## config.mk

```make
export PLATFORM = sky130hd
export DESIGN_NAME = tone_synth
export DESIGN_NICKNAME = d
export VERILOG_FILES = /design/src/verilog/synth_cmd_pkg.sv /design/src/verilog/audio_pkg.sv /design/src/verilog/uart_byte_rx.sv /design/src/verilog/command_decoder.sv /design/src/verilog/pitch_divider.sv /design/src/verilog/wave_generator.sv /design/src/verilog/i2s_transmitter.sv /design/src/verilog/tone_synth.sv
export VERILOG_INCLUDE_DIRS = /design/src /design/src/include
export SDC_FILE = /design/constraint.sdc
export NUM_CORES = 1
export LEC_CHECK = 0
export ABC_AREA = 1
export BUFFER_PORTS_ARGS = -buffer_cell sky130_fd_sc_hd__buf_4
export CORE_ASPECT_RATIO = 0.8
export CORE_MARGIN = 2
export CORE_UTILIZATION = 33
export CTS_CLUSTER_SIZE = 24
export DETAILED_ROUTE_END_ITERATION = 10
export SYNTH_ARGS = -nofsm -noshare
export SYNTH_HDL_FRONTEND = slang
export SYNTH_HIERARCHICAL = 1
export SYNTH_SLANG_ARGS = --single-unit
```

## constraint.sdc

```tcl
create_clock -name clk -period 3.97 [get_ports clk]
set_input_delay 0.5955 -clock clk [delete_from_list [all_inputs] [get_ports clk]]
set_output_delay 0.5955 -clock clk [all_outputs]
set_load 0.01 [all_outputs]
```

## src/include/synth_params.svh

```systemverilog
`ifndef SYNTH_PARAMS_SVH
`define SYNTH_PARAMS_SVH

// UART oversampling, clocks per serial bit
`define UART_CLKS_PER_BIT 8

// Notes 0..NOTE_COUNT-1 are accepted as note bytes
`define NOTE_COUNT 60
`define RESET_NOTE 33

// Noise generator start value, must be nonzero
`define LFSR_SEED 16'hACE1

// Bits per I2S channel word
`define I2S_WORD_BITS 16

`endif

```

## src/verilog/synth_cmd_pkg.sv

```systemverilog
`default_nettype none

package synth_cmd_pkg;

    // Waveform selected by the command bytes
    typedef enum logic [1:0] {
        WAVE_TRIANGLE = 2'd0,
        WAVE_SAWTOOTH = 2'd1,
        WAVE_SQUARE   = 2'd2
    } wave_t;

    // Note index 0..59, octave = index / 12, semitone = index % 12
    typedef logic [5:0] note_t;

    localparam logic [7:0] CMD_TRIANGLE  = 8'h54;  // 'T'
    localparam logic [7:0] CMD_SAWTOOTH  = 8'h53;  // 'S'
    localparam logic [7:0] CMD_SQUARE    = 8'h51;  // 'Q'
    localparam logic [7:0] CMD_NOISE_ON  = 8'h4E;  // 'N'
    localparam logic [7:0] CMD_NOISE_OFF = 8'h46;  // 'F'

endpackage

`default_nettype wire

```

## src/verilog/audio_pkg.sv

```systemverilog
`default_nettype none

package audio_pkg;

    typedef logic [7:0] sample_t;  // Unsigned audio sample

    // Octave the period table is written for
    localparam int PERIOD_OCTAVE = 4;

    // Clock counts per phase step for C..B of PERIOD_OCTAVE
    localparam logic [15:0] SEMITONE_PERIOD [0:11] = '{
        16'd121,  // C
        16'd114,
        16'd108,  // D
        16'd102,
        16'd96,   // E
        16'd91,   // F
        16'd86,
        16'd81,   // G
        16'd76,
        16'd72,   // A
        16'd68,
        16'd64    // B
    };

endpackage

`default_nettype wire

```

## src/verilog/uart_byte_rx.sv

```systemverilog
`timescale 1ns/100ps
`default_nettype none

`include "synth_params.svh"

module uart_byte_rx (
    input  logic       clk,
    input  logic       rst_n,
    input  logic       rx,
    input  logic       byte_ack,
    output logic [7:0] byte_data,
    output logic       byte_req
);

    localparam int CLKS_PER_BIT = `UART_CLKS_PER_BIT;
    localparam int TIMER_W      = $clog2(CLKS_PER_BIT);
    localparam logic [TIMER_W-1:0] HALF_BIT = TIMER_W'(CLKS_PER_BIT / 2 - 1);
    localparam logic [TIMER_W-1:0] FULL_BIT = TIMER_W'(CLKS_PER_BIT - 1);

    typedef enum logic [2:0] {
        ST_IDLE,
        ST_START,
        ST_DATA,
        ST_STOP,
        ST_HOLD
    } state_t;

    state_t             state;
    logic [1:0]         rx_sync;
    logic               rx_s;
    logic [TIMER_W-1:0] bit_timer;
    logic [2:0]         bit_cnt;
    logic [7:0]         shift_reg;
    logic               bit_done;

    assign rx_s     = rx_sync[1];
    assign bit_done = (bit_timer == FULL_BIT);

    always_ff @(posedge clk) begin
        if (!rst_n) begin
            rx_sync <= 2'b11;  // Line idles high
        end else begin
            rx_sync <= {rx_sync[0], rx};
        end
    end

    always_ff @(posedge clk) begin
        if (!rst_n) begin
            state     <= ST_IDLE;
            bit_timer <= '0;
            bit_cnt   <= '0;
            byte_req  <= 1'b0;
        end else begin
            bit_timer <= bit_timer + 1'b1;
            case (state)
                ST_IDLE: begin
                    bit_timer <= '0;
                    if (!rx_s) begin
                        state <= ST_START;
                    end
                end
                ST_START: begin
                    if (bit_timer == HALF_BIT) begin
                        bit_timer <= '0;
                        bit_cnt   <= '0;
                        state     <= rx_s ? ST_IDLE : ST_DATA;  // Short glitch is rejected
                    end
                end
                ST_DATA: begin
                    if (bit_done) begin
                        bit_timer <= '0;
                        bit_cnt   <= bit_cnt + 1'b1;
                        if (bit_cnt == 3'd7) begin
                            state <= ST_STOP;
                        end
                    end
                end
                ST_STOP: begin
                    if (bit_done) begin
                        if (rx_s) begin  // Good stop bit
                            byte_req <= 1'b1;
                            state    <= ST_HOLD;
                        end else begin
                            state <= ST_IDLE;  // Framing error, byte dropped
                        end
                    end
                end
                ST_HOLD: begin
                    if (byte_ack) begin
                        byte_req <= 1'b0;
                        state    <= ST_IDLE;
                    end
                end
                default: state <= ST_IDLE;
            endcase
        end
    end

    // Data path, LSB arrives first
    always_ff @(posedge clk) begin
        if (state == ST_DATA && bit_done) begin
            shift_reg <= {rx_s, shift_reg[7:1]};
        end
        if (state == ST_STOP && bit_done && rx_s) begin
            byte_data <= shift_reg;
        end
    end

endmodule

`default_nettype wire

```

## src/verilog/command_decoder.sv

```systemverilog
`timescale 1ns/100ps
`default_nettype none

`include "synth_params.svh"

module command_decoder import synth_cmd_pkg::*; (
    input  logic       clk,
    input  logic       rst_n,
    input  logic [7:0] byte_data,
    input  logic       byte_req,
    output logic       byte_ack,
    output wave_t      wave_sel,
    output note_t      note,
    output logic       noise_en
);

    always_ff @(posedge clk) begin
        if (!rst_n) begin
            byte_ack <= 1'b0;
            wave_sel <= WAVE_TRIANGLE;
            note     <= note_t'(`RESET_NOTE);
            noise_en <= 1'b0;
        end else if (byte_req && !byte_ack) begin
            byte_ack <= 1'b1;  // Settings update on the same edge
            case (byte_data)
                CMD_TRIANGLE:  wave_sel <= WAVE_TRIANGLE;
                CMD_SAWTOOTH:  wave_sel <= WAVE_SAWTOOTH;
                CMD_SQUARE:    wave_sel <= WAVE_SQUARE;
                CMD_NOISE_ON:  noise_en <= 1'b1;
                CMD_NOISE_OFF: noise_en <= 1'b0;
                default: begin
                    if (byte_data < 8'(`NOTE_COUNT)) begin
                        note     <= note_t'(byte_data);
                        wave_sel <= WAVE_SAWTOOTH;  // Note byte implies sawtooth
                        noise_en <= 1'b0;
                    end
                    // Anything else is acknowledged and dropped
                end
            endcase
        end else if (!byte_req) begin
            byte_ack <= 1'b0;  // Close the four-phase cycle
        end
    end

endmodule

`default_nettype wire

```

## src/verilog/pitch_divider.sv

```systemverilog
`timescale 1ns/100ps
`default_nettype none

`include "synth_params.svh"

module pitch_divider import synth_cmd_pkg::*, audio_pkg::*; (
    input  logic  clk,
    input  logic  rst_n,
    input  note_t note,
    output logic  phase_step
);

    logic [2:0]  octave;
    logic [3:0]  semitone;
    logic [2:0]  shift;
    logic [15:0] period;
    logic [15:0] count;
    note_t       prev_note;

    assign octave   = 3'(note / 6'd12);
    assign semitone = 4'(note % 6'd12);
    assign shift    = 3'(PERIOD_OCTAVE) - octave;  // Lower octaves get longer periods
    assign period   = SEMITONE_PERIOD[semitone] << shift;

    always_ff @(posedge clk) begin
        if (!rst_n) begin
            count      <= '0;
            phase_step <= 1'b0;
            prev_note  <= note_t'(`RESET_NOTE);
        end else begin
            prev_note <= note;
            if (note != prev_note) begin
                count      <= '0;  // New note restarts the period
                phase_step <= 1'b0;
            end else if (count == period - 16'd1) begin
                count      <= '0;
                phase_step <= 1'b1;
            end else begin
                count      <= count + 16'd1;
                phase_step <= 1'b0;
            end
        end
    end

endmodule

`default_nettype wire

```

## src/verilog/wave_generator.sv

```systemverilog
`timescale 1ns/100ps
`default_nettype none

`include "synth_params.svh"

module wave_generator import synth_cmd_pkg::*, audio_pkg::*; (
    input  logic    clk,
    input  logic    rst_n,
    input  logic    phase_step,
    input  wave_t   wave_sel,
    input  logic    noise_en,
    input  logic    sample_req,
    output sample_t sample,
    output logic    sample_ack
);

    sample_t     saw_cnt;
    sample_t     tri_cnt;
    logic        tri_up;
    sample_t     tri_next;
    logic        sq_state;
    logic [15:0] lfsr;
    logic        lfsr_fb;
    sample_t     next_sample;

    assign tri_next = tri_up ? tri_cnt + 8'd1 : tri_cnt - 8'd1;
    assign lfsr_fb  = lfsr[15] ^ lfsr[13] ^ lfsr[12] ^ lfsr[10];  // Taps 16, 14, 13, 11

    // Phase state, moves only on a step pulse
    always_ff @(posedge clk) begin
        if (!rst_n) begin
            saw_cnt  <= '0;
            tri_cnt  <= '0;
            tri_up   <= 1'b1;
            sq_state <= 1'b0;
            lfsr     <= `LFSR_SEED;
        end else if (phase_step) begin
            saw_cnt  <= saw_cnt + 8'd1;  // Wraps 0xFF to 0x00
            tri_cnt  <= tri_next;
            sq_state <= ~sq_state;
            lfsr     <= {lfsr[14:0], lfsr_fb};
            if (tri_next == 8'hFF) begin
                tri_up <= 1'b0;
            end else if (tri_next == 8'h00) begin
                tri_up <= 1'b1;
            end
        end
    end

    always_comb begin
        if (noise_en) begin
            next_sample = lfsr[15:8];
        end else begin
            case (wave_sel)
                WAVE_TRIANGLE: next_sample = tri_cnt;
                WAVE_SAWTOOTH: next_sample = saw_cnt;
                WAVE_SQUARE:   next_sample = sq_state ? 8'hFF : 8'h00;
                default:       next_sample = '0;
            endcase
        end
    end

    // Sample handshake toward the I2S side
    always_ff @(posedge clk) begin
        if (!rst_n) begin
            sample     <= '0;
            sample_ack <= 1'b0;
        end else if (sample_req && !sample_ack) begin
            sample     <= next_sample;
            sample_ack <= 1'b1;
        end else if (!sample_req) begin
            sample_ack <= 1'b0;
        end
    end

endmodule

`default_nettype wire

```

## src/verilog/i2s_transmitter.sv

```systemverilog
`timescale 1ns/100ps
`default_nettype none

`include "synth_params.svh"

module i2s_transmitter import audio_pkg::*; (
    input  logic    clk,
    input  logic    rst_n,
    input  sample_t sample,
    input  logic    sample_ack,
    output logic    sample_req,
    output logic    i2s_sck,
    output logic    i2s_ws,
    output logic    i2s_sd
);

    localparam int WORD_BITS  = `I2S_WORD_BITS;
    localparam int FRAME_BITS = 2 * WORD_BITS;
    localparam int REPEAT     = FRAME_BITS / $bits(sample_t);  // Sample copies per frame
    localparam int CNT_W      = $clog2(FRAME_BITS);

    logic [CNT_W-1:0]      bit_cnt;
    logic [FRAME_BITS-1:0] shift_reg;
    logic [FRAME_BITS-1:0] frame_word;
    logic                  frame_start;
    sample_t               next_sample;

    assign frame_start = (bit_cnt == '0);
    assign frame_word  = frame_start ? {REPEAT{next_sample}} : shift_reg;

    always_ff @(posedge clk) begin
        if (!rst_n) begin
            i2s_sck     <= 1'b0;
            i2s_ws      <= 1'b0;
            i2s_sd      <= 1'b0;
            bit_cnt     <= '0;
            sample_req  <= 1'b0;
            next_sample <= '0;
        end else begin
            i2s_sck <= ~i2s_sck;
            if (i2s_sck) begin  // Falling edge of the bit clock
                i2s_sd  <= frame_word[FRAME_BITS-1];  // MSB first
                i2s_ws  <= (bit_cnt >= CNT_W'(WORD_BITS));
                bit_cnt <= bit_cnt + 1'b1;
            end
            if (i2s_sck && frame_start) begin
                sample_req <= 1'b1;  // Fetch the sample for the next frame
            end else if (sample_req && sample_ack) begin
                next_sample <= sample;
                sample_req  <= 1'b0;
            end
        end
    end

    always_ff @(posedge clk) begin
        if (i2s_sck) begin
            shift_reg <= {frame_word[FRAME_BITS-2:0], 1'b0};
        end
    end

endmodule

`default_nettype wire

```

## src/verilog/tone_synth.sv

```systemverilog
`timescale 1ns/100ps
`default_nettype none

module tone_synth import synth_cmd_pkg::*, audio_pkg::*; (
    input  logic clk,
    input  logic rst_n,
    input  logic uart_rx,
    output logic i2s_sck,
    output logic i2s_ws,
    output logic i2s_sd
);

    logic [7:0] byte_data;
    logic       byte_req;
    logic       byte_ack;
    wave_t      wave_sel;
    note_t      note;
    logic       noise_en;
    logic       phase_step;
    sample_t    sample;
    logic       sample_req;
    logic       sample_ack;

    uart_byte_rx i_uart_byte_rx (
        .clk       (clk),
        .rst_n     (rst_n),
        .rx        (uart_rx),
        .byte_ack  (byte_ack),
        .byte_data (byte_data),
        .byte_req  (byte_req)
    );

    command_decoder i_command_decoder (
        .clk       (clk),
        .rst_n     (rst_n),
        .byte_data (byte_data),
        .byte_req  (byte_req),
        .byte_ack  (byte_ack),
        .wave_sel  (wave_sel),
        .note      (note),
        .noise_en  (noise_en)
    );

    pitch_divider i_pitch_divider (
        .clk        (clk),
        .rst_n      (rst_n),
        .note       (note),
        .phase_step (phase_step)
    );

    wave_generator i_wave_generator (
        .clk        (clk),
        .rst_n      (rst_n),
        .phase_step (phase_step),
        .wave_sel   (wave_sel),
        .noise_en   (noise_en),
        .sample_req (sample_req),
        .sample     (sample),
        .sample_ack (sample_ack)
    );

    i2s_transmitter i_i2s_transmitter (
        .clk        (clk),
        .rst_n      (rst_n),
        .sample     (sample),
        .sample_ack (sample_ack),
        .sample_req (sample_req),
        .i2s_sck    (i2s_sck),
        .i2s_ws     (i2s_ws),
        .i2s_sd     (i2s_sd)
    );

endmodule

`default_nettype wire

```

# Word-level counts from Yosys, hierarchy flattened
# Memories as Yosys holds them, arrays and structs flattened.
# Cells that the tools add are included.
dict set report word_totals {
  regBits 152
  word_cells 153
  romBits 256
  input_bits 3
  out_inout_bits 3
  mem_count 1
}
# memory depth word_bits read_ports rd_clocked_by_memory_dff write_ports line
set memory_table {}
lappend memory_table {{(name not given)} 16 16 1 0 0 pitch_divider.sv:23} ;# assign period = SEMITONE_PERIOD[semitone] << shift;
dict set report op_classes {
  addsub 9
  bitwise_logic 11
  magnitude_cmp 3
  reduce_logical 32
  muxes 39
  shifts 1
  eq_ne 26
  div 2
}
# operator count
set ops {}
lappend ops {{$eq 8x7->1 const B} 5}
lappend ops {{$mux 3} 11}
lappend ops {{$mux 16} 2}
lappend ops {{$mux 32} 1}
lappend ops {{$mux 8} 3}
lappend ops {{$pmux 8 s3} 1}
lappend ops {{$add 16x1->16 const B} 1}
lappend ops {{$add 8x1->8 const B} 2}
lappend ops {{$eq 16x16->1} 1}
lappend ops {{$shl 16x3->16} 1}
lappend ops {{$sub 16x1->16 const B} 1}
lappend ops {{$pmux 3 s5} 1}
lappend ops {{$ne 2x1->1 const B} 7}
lappend ops {{$mux 1} 13}
lappend ops {{$reduce_and 3->1} 4}
lappend ops {{$ge 5x5->1 const B} 2}
lappend ops {{$eq 3x2->1 const B} 3}
lappend ops {{$eq 3x3->1 const B} 3}
lappend ops {{$pmux 3 s3} 1}
lappend ops {{$eq 8x8->1 const B} 1}
lappend ops {{$logic_not 8->1} 1}
lappend ops {{$lt 8x6->1 const B} 1}
lappend ops {{$pmux 2 s4} 1}
lappend ops {{$reduce_bool 2->1} 4}
lappend ops {{other kinds (31)} 52}

# Depth between registers and ports, before layout
# Gate-level depths: netlist of the first run.
dict set report depth {
  word_depth 9
  depth_mapped 29
  mapped_depth_nobuf 28
}

# By module
# Netlist of the first run, hierarchy kept.
# module seq_area_each_um2 area_each_um2 cells_per_inst n_inst
set modules_own_cells {}
lappend modules_own_cells {pitch_divider 460.4 2316.0 382 1}
lappend modules_own_cells {wave_generator 860.8 2208.4 328 1}
lappend modules_own_cells {i2s_transmitter 1271.2 2074.5 210 1}
lappend modules_own_cells {uart_byte_rx 720.7 1227.4 113 1}
lappend modules_own_cells {command_decoder 200.2 593.1 86 1}

# Least setup slack after synthesis of the first run
# Ideal clock, no wire load.
dict set report synth_timing {
  kind {reg2reg}
  startpoint {reg i_command_decoder.note[4]}
  endpoint {reg i_pitch_divider.count[0]}
  path_stages_with_launch 25
  slack_ns 0.506
  path_buffers 3
  arrival_ns 3.346
  required_time_ns 3.852
  cell_sequence {dfxtp_1 nand2_1 nand3_1 nand2_1 inv_2 nand2_2 nand2_2 inv_2 ha_1 clkbuf_1 clkinv_1 buf_4 nand3_2 ha_1 nand3_1 nor2_1 nand2_2 inv_2 nand2_1 xor3_1 nor2_1 nand2_2 nand2_4 buf_8 nor2_1}
}
dict set report synth_via {
  elab_chain_len 9
  word_cells_on_any_way 12
  cone_classes {add/sub (2); div (2); eq/ne (2); shift (1); mux (2); bitwise (1); reduce/logical (1); memory (1)}
}
# item line
set synth_lines {}
lappend synth_lines {{start, declared} command_decoder.sv:13} ;# output note_t note,
lappend synth_lines {{start signal, assigned} command_decoder.sv:21} ;# note <= note_t'(`RESET_NOTE);
lappend synth_lines {{start signal, assigned} command_decoder.sv:33} ;# note <= note_t'(byte_data);
lappend synth_lines {{$mod 6x4->6} pitch_divider.sv:21} ;# assign semitone = 4'(note % 6'd12);
lappend synth_lines {{$not 4->5 (implied by the code)} pitch_divider.sv:23}
lappend synth_lines {{$mem_v2 16x16} n/a}
lappend synth_lines {{$mux 16 (implied by the code) (2 in series)} pitch_divider.sv:23}
lappend synth_lines {{$shl 16x3->16} pitch_divider.sv:23}
lappend synth_lines {{$sub 16x1->16} pitch_divider.sv:35} ;# end else if (count == period - 16'd1) begin
lappend synth_lines {{$eq 16x16->1} pitch_divider.sv:35}
lappend synth_lines {{$reduce_or 3->1 (no line) (*)} n/a}
lappend synth_lines {{end signal, assigned} pitch_divider.sv:39} ;# count <= count + 16'd1;
lappend synth_lines {{end, declared} pitch_divider.sv:17} ;# logic [15:0] count;
# Every way passes the cells marked *; elsewhere a longest branch is shown, timed or not. The select of a mux whose other input is x is not followed.
# A chain may end at the register's enable or synchronous reset.

# Worst setup path after layout of the first run
dict set report layout_timing {
  startpoint {reg i_command_decoder.note[5]}
  endpoint {reg i_pitch_divider.count[1]}
}
# The elaborated chain is that of the path after synthesis.

==> flow_metrics.tcl, run 1 <==
set metrics [dict create \
    vias 6770 \
    finalSetupViolations 0 \
    grt_max_degree 74 \
    cts-root-buf "clkbuf_16" \
    start_kind "flop" \
    worstPathRequired_ps 4280 \
    wl_um 16400 \
    status "finished clean" \
    pin_count 6 \
    final_common_cell "nand2_1" \
    yosysUniqueCellTypes 46 \
    pwr-share-clk_pct 43.4 \
    synth_warnings 6 \
    first_pass_iters 5 \
    final_cell_mix "291 x nand2_1, 131 x inv_1, 119 x nor2_1, 105 x nand3_1, 104 x dfxtp_1" \
    async_flop_share_pct 0 \
    ctsHoldBuffers 0 \
    cp_slowest_cell "dfxtp_1" \
    drv_slew 0 \
    crit_arrival_ps 3860 \
    syn_area_um2 8419 \
    intPower_mw 2.674 \
    synth_edf_count 47 \
    fin_cells 1456 \
    cp_num_cells 24 \
    fin_crit_sh_pct 89.27 \
    antenna_left 0 \
    peakVddDrop_mv 0.3988 \
    grt_pass1_wl_um 28430 \
    port_buffers 5 \
    avgViaCountPerCell 4.650 \
    placedCellCount 1424 \
    swShare_pct 26.82 \
    h-tree-depth 4 \
    period_minus_slack_ps 3544 \
    grt_pass1_vias 6172 \
    p_leak_nw 4.011 \
    die_y_um 146.9 \
    worstSkewPairLatency_ps 420 \
    cp_max_fo 16 \
    std_cell_rows 52 \
    dpl.hpwl_um 11560 \
    areaGrowthSynthToFinish_pct 10.39 \
    path_class "flop to flop" \
    worstHoldPathType "input pin to flop" \
    yosys_register_bits 152 \
    ys.flop_type "dfxtp_1" \
    skew_ps 7.173 \
    p_comb_share_pct 9.7 \
    synth_cells 1119 \
    drc 0 \
    core_area_um2 25180 \
    cts.clk_slew.worst_paths_ps 60 \
    r2r_cells 24 \
    grt_overflow 0 \
    wire_per_inst_um 11.26 \
    switchingPower_mw 0.9800 \
    critPathMaxStageDelay_ps 380 \
    antenna_found_initial 0 \
    path_cells "inv_1 -> o21ai_0 -> nand2_1 -> inv_2 -> nand2_2 -> nand2_4 -> inv_2 -> ha_1 -> clkinv_1 -> buf_4 -> a21oi_1 -> or2_1 -> nand2_1 -> nand2_1 -> nor2_2 -> nand3_2 -> nand2_1 -> nand2_1 -> nor2_1 -> nand3_1 -> nor2_1 -> nand2_2 -> nand2_4 -> nor2_1" \
    dieArea_um2 26810 \
    avgSynthCellArea_um2 7.524 \
    fin_nets 1149 \
    cp_num_buf_inv 5 \
    antenna_cells 0 \
    hold_violations 0 \
    fin_util_pct 36.91 \
    crit_family "simple AND/OR/NAND/NOR gates" \
    maxSlewHeadroom_pct 40.88 \
    dieWidth_um 182.6 \
    largest_register_ffs 31 \
    ys_seq_area_share_pct 41.73 \
    cts_tree "yes" \
    cpMostUsedCell "nand2_1" \
    clkSinkCount 152 \
    syn_nets 1149 \
    drive_gt1_share_pct 11.48 \
    maxCapViolCount 0 \
    ctsLongestPathBuffers 2 \
    initial_utilization_pct 33.44 \
    worst_hold_path.num_cells 2 \
    place_congestion 0.8382 \
    worstMarginPinSlew_ps 878.6 \
    grt.total_usage_pct 12.60 \
    pwr_density_cell_nw_per_um2 393.1 \
    drt_iter0_markers 460 \
    fmax_mhz 282.2 \
    cts_made_buffers 17 \
    seqPwrFrac_pct 47.0 \
    endpoint_kind "flop" \
]
power by group through the flow:
| stage | combinational, mW | clock [mW] | sequential [mW] |
|---|---|---|---|
| floorplan | 0.325 | 0 | 1.73 |
| global placement | 0.352 | 0 | 1.75 |
| detailed placement | 0.353 | 0 | 1.75 |
| CTS | 0.356 | 1.62 | 1.72 |
| global route | 0.408 | 1.69 | 1.72 |
| finish | 0.354 | 1.58 | 1.72 |
cell type report:
type,count,area (µm²)
clock inverter,15,155.1
fill,2589,15890
tap,324,405.4
sequential,152,3515
clock buffer,17,425.4
multi-input combinational,795,4172
inverter,141,531.8
timing repair buffer,12,90.09
cell usage after synthesis, types with 16 or more instances:
master / n / share of area (%)
nand3_1: 105 / 6.2
nor2_1: 119 / 5.3
a21oi_1: 36 / 2.1
xor2_1: 21 / 2.2
nand2_1: 291 / 13
dfxtp_1: 105 / 25
o21ai_0: 53 / 3.2
ha_1: 26 / 3.9
edfxtp_1: 47 / 17
inv_1: 131 / 5.8
nand2_2: 20 / 1.5
nand4_1: 16 / 1.2
metrics by stage:
stage | setup TNS [ps] | cell area [µm²] | worst slack (ps) | hold WS, ps | power [mW]
2_1_floorplan | 0 | 8419 | 505.5 | 392.5 | 2.057
3_3_place_gp | 0 | 8707 | 472.0 | 396.4 | 2.102
3_5_place_dp | 0 | 8707 | 345.3 | 399.8 | 2.102
4_1_cts | 0 | 9288 | 325.0 | 350.2 | 3.692
5_1_grt | -0.1186 | 9294 | -0.1186 | 356.4 | 3.817
6_report | 0 | 9294 | 426.1 | 359.9 | 3.654
cells by family (layout without fill, tap and decap cells):
logic type | after synthesis | after routing | synth area share (%)
flip-flops | 152 | 152 | 41.73
AND/OR/NAND/NOR | 620 | 620 | 34.33
adder cells (fa/ha/maj) | 27 | 27 | 4.102
XOR/XNOR | 31 | 31 | 3.403
AO/OA/AOI/OAI | 117 | 117 | 7.653
buffers and inverters | 172 | 185 | 8.783
path summary, 6_finish.rpt:
check | start | endpoint | slack, ps
worst max-delay path | i_command_decoder/note[5] | i_pitch_divider/count[1] | 430
worst min-delay path | uart_rx | i_uart_byte_rx/rx_sync[0] | 360
worst max register to register | i_command_decoder/note[5] | i_pitch_divider/count[1] | 430
worst min register to register | i_uart_byte_rx/rx_sync[0] | i_uart_byte_rx/rx_sync[1] | 410
timing repair:
item / CTS / global route
buffers inserted: 0 / 0
gates resized for setup: 0 / 2
endpoints found under the setup margin: 0 / 16
layer usage:
layer,track usage [%],part of all wire [%]
met2,18.94,42
met1,18.47,54
met3,2.479,3.3
met5,0,0
met4,3.266,0.84
(Power assumes the default switching activity.)
==> run 2: changes to the inputs <==
--- a/config.mk
+++ b/config.mk
@@ -6,7 +6,7 @@
 export SDC_FILE = /design/constraint.sdc
 export NUM_CORES = 1
 export LEC_CHECK = 0
-export ABC_AREA = 1
+export ABC_AREA = 0
 export BUFFER_PORTS_ARGS = -buffer_cell sky130_fd_sc_hd__buf_4
 export CORE_ASPECT_RATIO = 0.8
 export CORE_MARGIN = 2
==> flow_metrics.tcl, run 2 <==
set metrics [dict create \
    status "finished clean" \
    maxSlewHeadroom_pct 24.76 \
    hold_violations 0 \
    synthTopCellsByCount "144 x nand2_1, 105 x dfxtp_1, 47 x edfxtp_1" \
    antenna_cells 0 \
    placed_area_um2 9121 \
    grt_overflow 0 \
    ys_seq_area_share_pct 40.33 \
    fin_crit_sh_pct 94.11 \
    rr_endpoint "i_pitch_divider/count[1]" \
    areaGrowthSynthToFinish_pct 12.30 \
    seqCellArea_um2 3517 \
    antenna_left 0 \
    drv_slew 0 \
    crit_family "simple AND/OR/NAND/NOR gates" \
    fillers 2629 \
    wl_um 17320 \
    pin_count 6 \
    start_kind "flop" \
    synth_most_common_cell "nand2_1" \
    dieWidth_um 185.6 \
    synth_top_family_by_area "simple AND/OR/NAND/NOR gates" \
    dieArea_um2 27720 \
    synthSimpleGateAreaFrac_pct 22.91 \
    cts.clk_slew.worst_paths_ps 70 \
    synth_area_leaders "dfxtp_1 24%, edfxtp_1 16%, nand2_1 6.2%, mux2i_1 3.8%, ha_1 3.7%" \
    drc 0 \
    path_cells "or3b_4 -> nand2_1 -> a21o_1 -> inv_1 -> ha_4 -> xor2_2 -> nand2_1 -> or2_2 -> ha_1 -> and3_2 -> nand4_1 -> nor2_1 -> xnor2_1 -> nand4_1 -> or3_1 -> and3_1" \
    synth_cells 922 \
    skew_ps 7.859 \
    cp_num_buf_inv 1 \
    totalPowerFinal_mw 3.306 \
    vias 6469 \
    largest_register_ffs 31 \
    final_area_um2 9782 \
    hold_ws_ps 344.1 \
    critPathMaxStageDelay_ps 430 \
    peakVddDrop_mv 0.2949 \
    worst_hold_path.num_cells 2 \
    grt_pass1_wl_um 30030 \
    cp_slowest_cell "or3b_4" \
    synth_edf_count 47 \
    yosysTopAreaCell "dfxtp_1" \
    wire_per_inst_um 13.37 \
    p_leak_nw 3.551 \
    fin_nets 955 \
    place_congestion 0.8515 \
    avgViaCountPerCell 4.995 \
    cts_tree "yes" \
    fin_ws_ps 233.8 \
    grt_max_degree 90 \
    dpl.hpwl_um 12010 \
    endpoint_kind "flop" \
    path_class "flop to flop" \
    r2r_start "i_command_decoder/note[4]" \
    yosysUniqueCellTypes 111 \
    yosys_register_bits 152 \
    multi_input_area_um2 4887 \
    h-tree-depth 4 \
    worstHoldEndpoint "i_uart_byte_rx/rx_sync[0]" \
    finalSetupViolations 0 \
    synth_warnings 6 \
    worstMarginPinSlew_ps 1126 \
    fin_util_pct 37.44 \
    ctsHoldBuffers 0 \
    cp_max_fo 8 \
    initial_utilization_pct 33.34 \
    async_flop_share_pct 0 \
    cp_num_cells 16 \
    drt_iter0_markers 447 \
    cts_made_buffers 17 \
    worstHoldPathType "input pin to flop" \
    preCtsSetupSlack_ps 53.13 \
    worstSkewPairLatency_ps 430 \
    r2r_cells 16 \
    clkSinkCount 152 \
    fmax_mhz 267.7 \
    maxCapViolCount 0 \
    grt.total_usage_pct 13.38 \
    synth.area.mux_share_pct 4.051 \
    synth_xor_area_share_pct 6.105 \
    placedCellCount 1261 \
    period_minus_slack_ps 3736 \
    core_area_um2 26130 \
    tns_ps 0 \
    syn_area_um2 8711 \
    ctsLongestPathBuffers 2 \
    die_y_um 149.3 \
    synth.top_cell.area_share_pct 24.13 \
    grt_pass1_vias 6035 \
    first_pass_iters 5 \
    worstPathRequired_ps 4300 \
    port_buffers 5 \
    synthAdderAreaFrac_pct 3.964 \
    ys.flop_type "dfxtp_1" \
    pwr_density_cell_nw_per_um2 338.0 \
    std_cell_rows 53 \
    final_common_cell "nand2_1" \
    drive_gt1_share_pct 13.86 \
    rrSetupSlack_ps 230 \
    final_cell_mix "143 x nand2_1, 102 x dfxtp_1, 47 x edfxtp_1, 36 x nor2_1, 35 x nand3_1" \
    crit_arrival_ps 4070 \
    fin_cells 1295 \
    hold_start "uart_rx" \
    cts-root-buf "clkbuf_16" \
    antenna_found_initial 0 \
    avgSynthCellArea_um2 9.448 \
    synth_compound_area_share_pct 17.97 \
    syn_nets 952 \
]
-- run 2: changes by cell type in the layout (fill, tap and decap cells not counted), moves of 14 or more --
cell / previous run / this run
nor2_1: 119 / 36
nand2b_1: 0 / 24
and2_1: 0 / 25
mux2i_1: 0 / 33
nand3_1: 105 / 35
nand2_2: 19 / 2
a21oi_1: 36 / 20
buf_4: 12 / 31
xnor2_1: 9 / 33
nand2_1: 291 / 143
o21ai_0: 53 / 25
a21boi_0: 0 / 14
inv_1: 131 / 29
nor2b_1: 0 / 29
-- run 2: cell type report --
class	instances	share of cell area, %
clock inverters	13	1.151
multi-input cells	689	49.96
well taps	357	4.566
clock buffers	19	4.528
inverters	32	1.228
flip-flops and latches	152	35.96
repair buffers	33	2.609
-- run 2: routing by layer --
layer | share of wire [%] | global-route usage, %
met1 | 53 | 19.97
met2 | 42 | 18.73
met3 | 3.1 | 3.027
met4 | 1.5 | 4.606
met5 | 0 | 0
-- run 2: worst max-delay path by stage --
stage,from,to
final,i_command_decoder/note[4],i_pitch_divider/count[1]
after floorplan,i_command_decoder/note[4],i_pitch_divider/count[1]
after global routing,i_command_decoder/note[4],i_pitch_divider/count[1]
after global placement,i_command_decoder/note[4],i_pitch_divider/count[1]
after CTS,i_command_decoder/note[4],i_pitch_divider/count[1]
after detailed placement,i_command_decoder/note[4],i_pitch_divider/count[1]
-- run 2: worst reg2reg max path, delay by kind of cell, from the launching register on --
| family | cells | cell delay, ps |
|---|---|---|
| AO/OA/AOI/OAI | 1 | 110 |
| XOR/XNOR | 2 | 400 |
| adder cells (fa/ha/maj) | 2 | 390 |
| buffers and inverters | 1 | 70 |
| flip-flops | 1 | 370 |
| AND/OR/NAND/NOR | 10 | 2290 |
-- run 2: where the power goes --
group / total, mW / internal, mW / switching [mW]
sequential: 1.66 / 1.64 / 0.0236
combinational: 0.119 / 0.0411 / 0.0780
clock: 1.53 / 0.832 / 0.694
total: 3.31 / 2.51 / 0.796
-- run 2: cells by family after synthesis --
logic type	count (synthesis)
simple gates	378
xor+xnor	59
flops	152
mux	34
compound gates	191
buf+inv	81
fa+ha+maj	27
-- run 2: repair_timing --
item	CTS	global route
gates resized for setup	0	24
endpoints found under the setup margin	0	17
buffers inserted	0	2
==> run 3: changes to the inputs <==
--- a/config.mk
+++ b/config.mk
@@ -10,10 +10,11 @@
 export BUFFER_PORTS_ARGS = -buffer_cell sky130_fd_sc_hd__buf_4
 export CORE_ASPECT_RATIO = 0.8
 export CORE_MARGIN = 2
-export CORE_UTILIZATION = 33
+export CORE_UTILIZATION = 50
 export CTS_CLUSTER_SIZE = 24
 export DETAILED_ROUTE_END_ITERATION = 10
+export PLACE_DENSITY = 0.65
+export SKIP_CTS_REPAIR_TIMING = 1
 export SYNTH_ARGS = -nofsm -noshare
 export SYNTH_HDL_FRONTEND = slang
-export SYNTH_HIERARCHICAL = 1
 export SYNTH_SLANG_ARGS = --single-unit
==> flow_metrics.tcl, run 3 <==
set metrics [dict create \
    status "finished clean" \
    grt.total_usage_pct 19.79 \
    ys.flop_type "dfxtp_1" \
    peakVddDrop_mv 0.2609 \
    initial_utilization_pct 50.53 \
    first_pass_iters 5 \
    tns_ps 0 \
    fin_ws_ps 51.93 \
    preCtsSetupSlack_ps 7.764 \
    placed_area_um2 8982 \
    syn_area_um2 8672 \
    path_class "flop to flop" \
    yosys_register_bits 152 \
    critPathMaxStageDelay_ps 570 \
    synthSimpleGateAreaFrac_pct 21.63 \
    fillers 1493 \
    synth.top_cell.area_share_pct 24.24 \
    yosysTopAreaCell "dfxtp_1" \
    synth.area.mux_share_pct 5.800 \
    path_cells "clkinvlp_4 -> ha_4 -> nand2_1 -> o221ai_2 -> a211oi_2 -> buf_4 -> nor2_4 -> a222oi_1 -> a31oi_4 -> nor4_4 -> nand3_2 -> or3_4 -> a311oi_4 -> clkbuf_16 -> a211oi_2" \
    grt_overflow 0 \
    synth_compound_area_share_pct 16.82 \
    pwr_density_cell_nw_per_um2 340.8 \
    maxSlewHeadroom_pct 39.28 \
    worstSkewPairLatency_ps 420 \
    cp_max_fo 8 \
    cts_tree "yes" \
    drive_gt1_share_pct 16.17 \
    final_common_cell "nand2_1" \
    drv_slew 0 \
    h-tree-depth 4 \
    place_congestion 0.8897 \
    start_kind "flop" \
    cts-root-buf "clkbuf_16" \
    synth_top_family_by_area "simple AND/OR/NAND/NOR gates" \
    endpoint_kind "flop" \
    wl_um 17400 \
    avgSynthCellArea_um2 9.305 \
    fin_crit_sh_pct 98.69 \
    synth_area_leaders "dfxtp_1 24%, edfxtp_1 16%, nand2_1 5.6%, mux2i_1 5.5%, xnor2_1 3.7%" \
    maxCapViolCount 0 \
    final_cell_mix "129 x nand2_1, 98 x dfxtp_1, 54 x nor2_1, 48 x mux2i_1, 47 x edfxtp_1" \
    clkSinkCount 152 \
    final_area_um2 9869 \
    avgViaCountPerCell 5.524 \
    grt_max_degree 88 \
    crit_arrival_ps 4200 \
    synth_xor_area_share_pct 6.565 \
    yosysUniqueCellTypes 93 \
    worstPathRequired_ps 4250 \
    worstMarginPinSlew_ps 887.9 \
    ys_seq_area_share_pct 40.51 \
    areaGrowthSynthToFinish_pct 13.81 \
    std_cell_rows 43 \
    synthTopCellsByCount "129 x nand2_1, 105 x dfxtp_1, 56 x nor2_1" \
    antenna_cells 0 \
    synth_edf_count 47 \
    drc 0 \
    grt_pass1_wl_um 29280 \
    ctsLongestPathBuffers 2 \
    p_leak_nw 3.731 \
    finalSetupViolations 0 \
    cp_slowest_cell "a222oi_1" \
    cts.clk_slew.worst_paths_ps 70 \
    die_y_um 121.8 \
    hold_violations 0 \
    dpl.hpwl_um 11730 \
    worstHoldPathType "input pin to flop" \
    fin_nets 980 \
    syn_nets 960 \
    wire_per_inst_um 14.62 \
    synthAdderAreaFrac_pct 3.823 \
    port_buffers 5 \
    dieArea_um2 18420 \
    antenna_left 0 \
    pin_count 6 \
    core_area_um2 17160 \
    grt_pass1_vias 5982 \
    largest_register_ffs 31 \
    dieWidth_um 151.2 \
    period_minus_slack_ps 3918 \
    drt_iter0_markers 400 \
    synth_warnings 0 \
    hold_ws_ps 345.5 \
    cpMostUsedCell "a211oi_2" \
    fmax_mhz 255.2 \
    synth_most_common_cell "nand2_1" \
    skew_ps 7.571 \
    antenna_found_initial 0 \
    vias 6574 \
    synth_cells 932 \
    cts_made_buffers 17 \
    async_flop_share_pct 0 \
]
## run 3: routing by layer
metal | vias to the layer above | track usage (%) | share of wire, %
met5 | - | 0 | 0
met4 | 0 | 5.724 | 1.1
met3 | 21 | 4.045 | 4.6
met2 | 151 | 27.29 | 41
met1 | 3047 | 30.87 | 53
li1 | 3355 | - | -
## run 3: through the flow
step	total power, mW	util, %	cells
finish	3.364	57.51	1190
global route	3.487	57.51	1190
CTS	3.406	55.70	1174
detailed placement	1.835	52.34	1142
global placement	1.833	52.34	1142
floorplan	1.802	-	932
## run 3: path summary, 6_finish.rpt
path	slack [ps]	end	cells after the start	startpoint
worst min register to register	410	i_uart_byte_rx.rx_sync[1]	1	i_uart_byte_rx.rx_sync[0]
worst min-delay path	350	i_uart_byte_rx.rx_sync[0]	2	uart_rx
worst max-delay path	50	i_pitch_divider.count[0]	15	i_command_decoder.note[0]
worst max register to register	50	i_pitch_divider.count[0]	15	i_command_decoder.note[0]
## run 3: power by group
group | internal [mW] | switching, mW
combinational | 0.0491 | 0.0833
clock | 0.838 | 0.725
sequential | 1.64 | 0.0282
## run 3: kinds of logic (layout without fill, tap and decap cells)
| group | after synthesis | count (layout) |
|---|---|---|
| AOI/OAI and AO/OA | 197 | 197 |
| adders and majority gates | 26 | 26 |
| DFF | 152 | 152 |
| and+or+nand+nor | 366 | 366 |
| buffers and inverters | 79 | 112 |
| xor gates and xnor gates | 62 | 62 |
| muxes | 50 | 50 |
## run 3: worst max-delay path: cells and delay by family, from the launching register on
kind / cells / cell delay [ps]
AO/OA/AOI/OAI: 6 / 1620
AND/OR/NAND/NOR: 5 / 890
buffers and inverters: 3 / 620
flip-flops: 1 / 350
adder cells (fa/ha/maj): 1 / 290
## run 3: layout make-up
cell class / instances / area, µm² / share of cell area (%)
clock inverter: 15 / 151.4 / 1.534
inverter: 25 / 97.59 / 0.9888
multi-input combinational: 701 / 4888 / 49.53
timing repair buffer: 55 / 503.0 / 5.096
clock buffer: 17 / 425.4 / 4.310
sequential: 152 / 3522 / 35.69
tap: 225 / 281.5 / 2.852
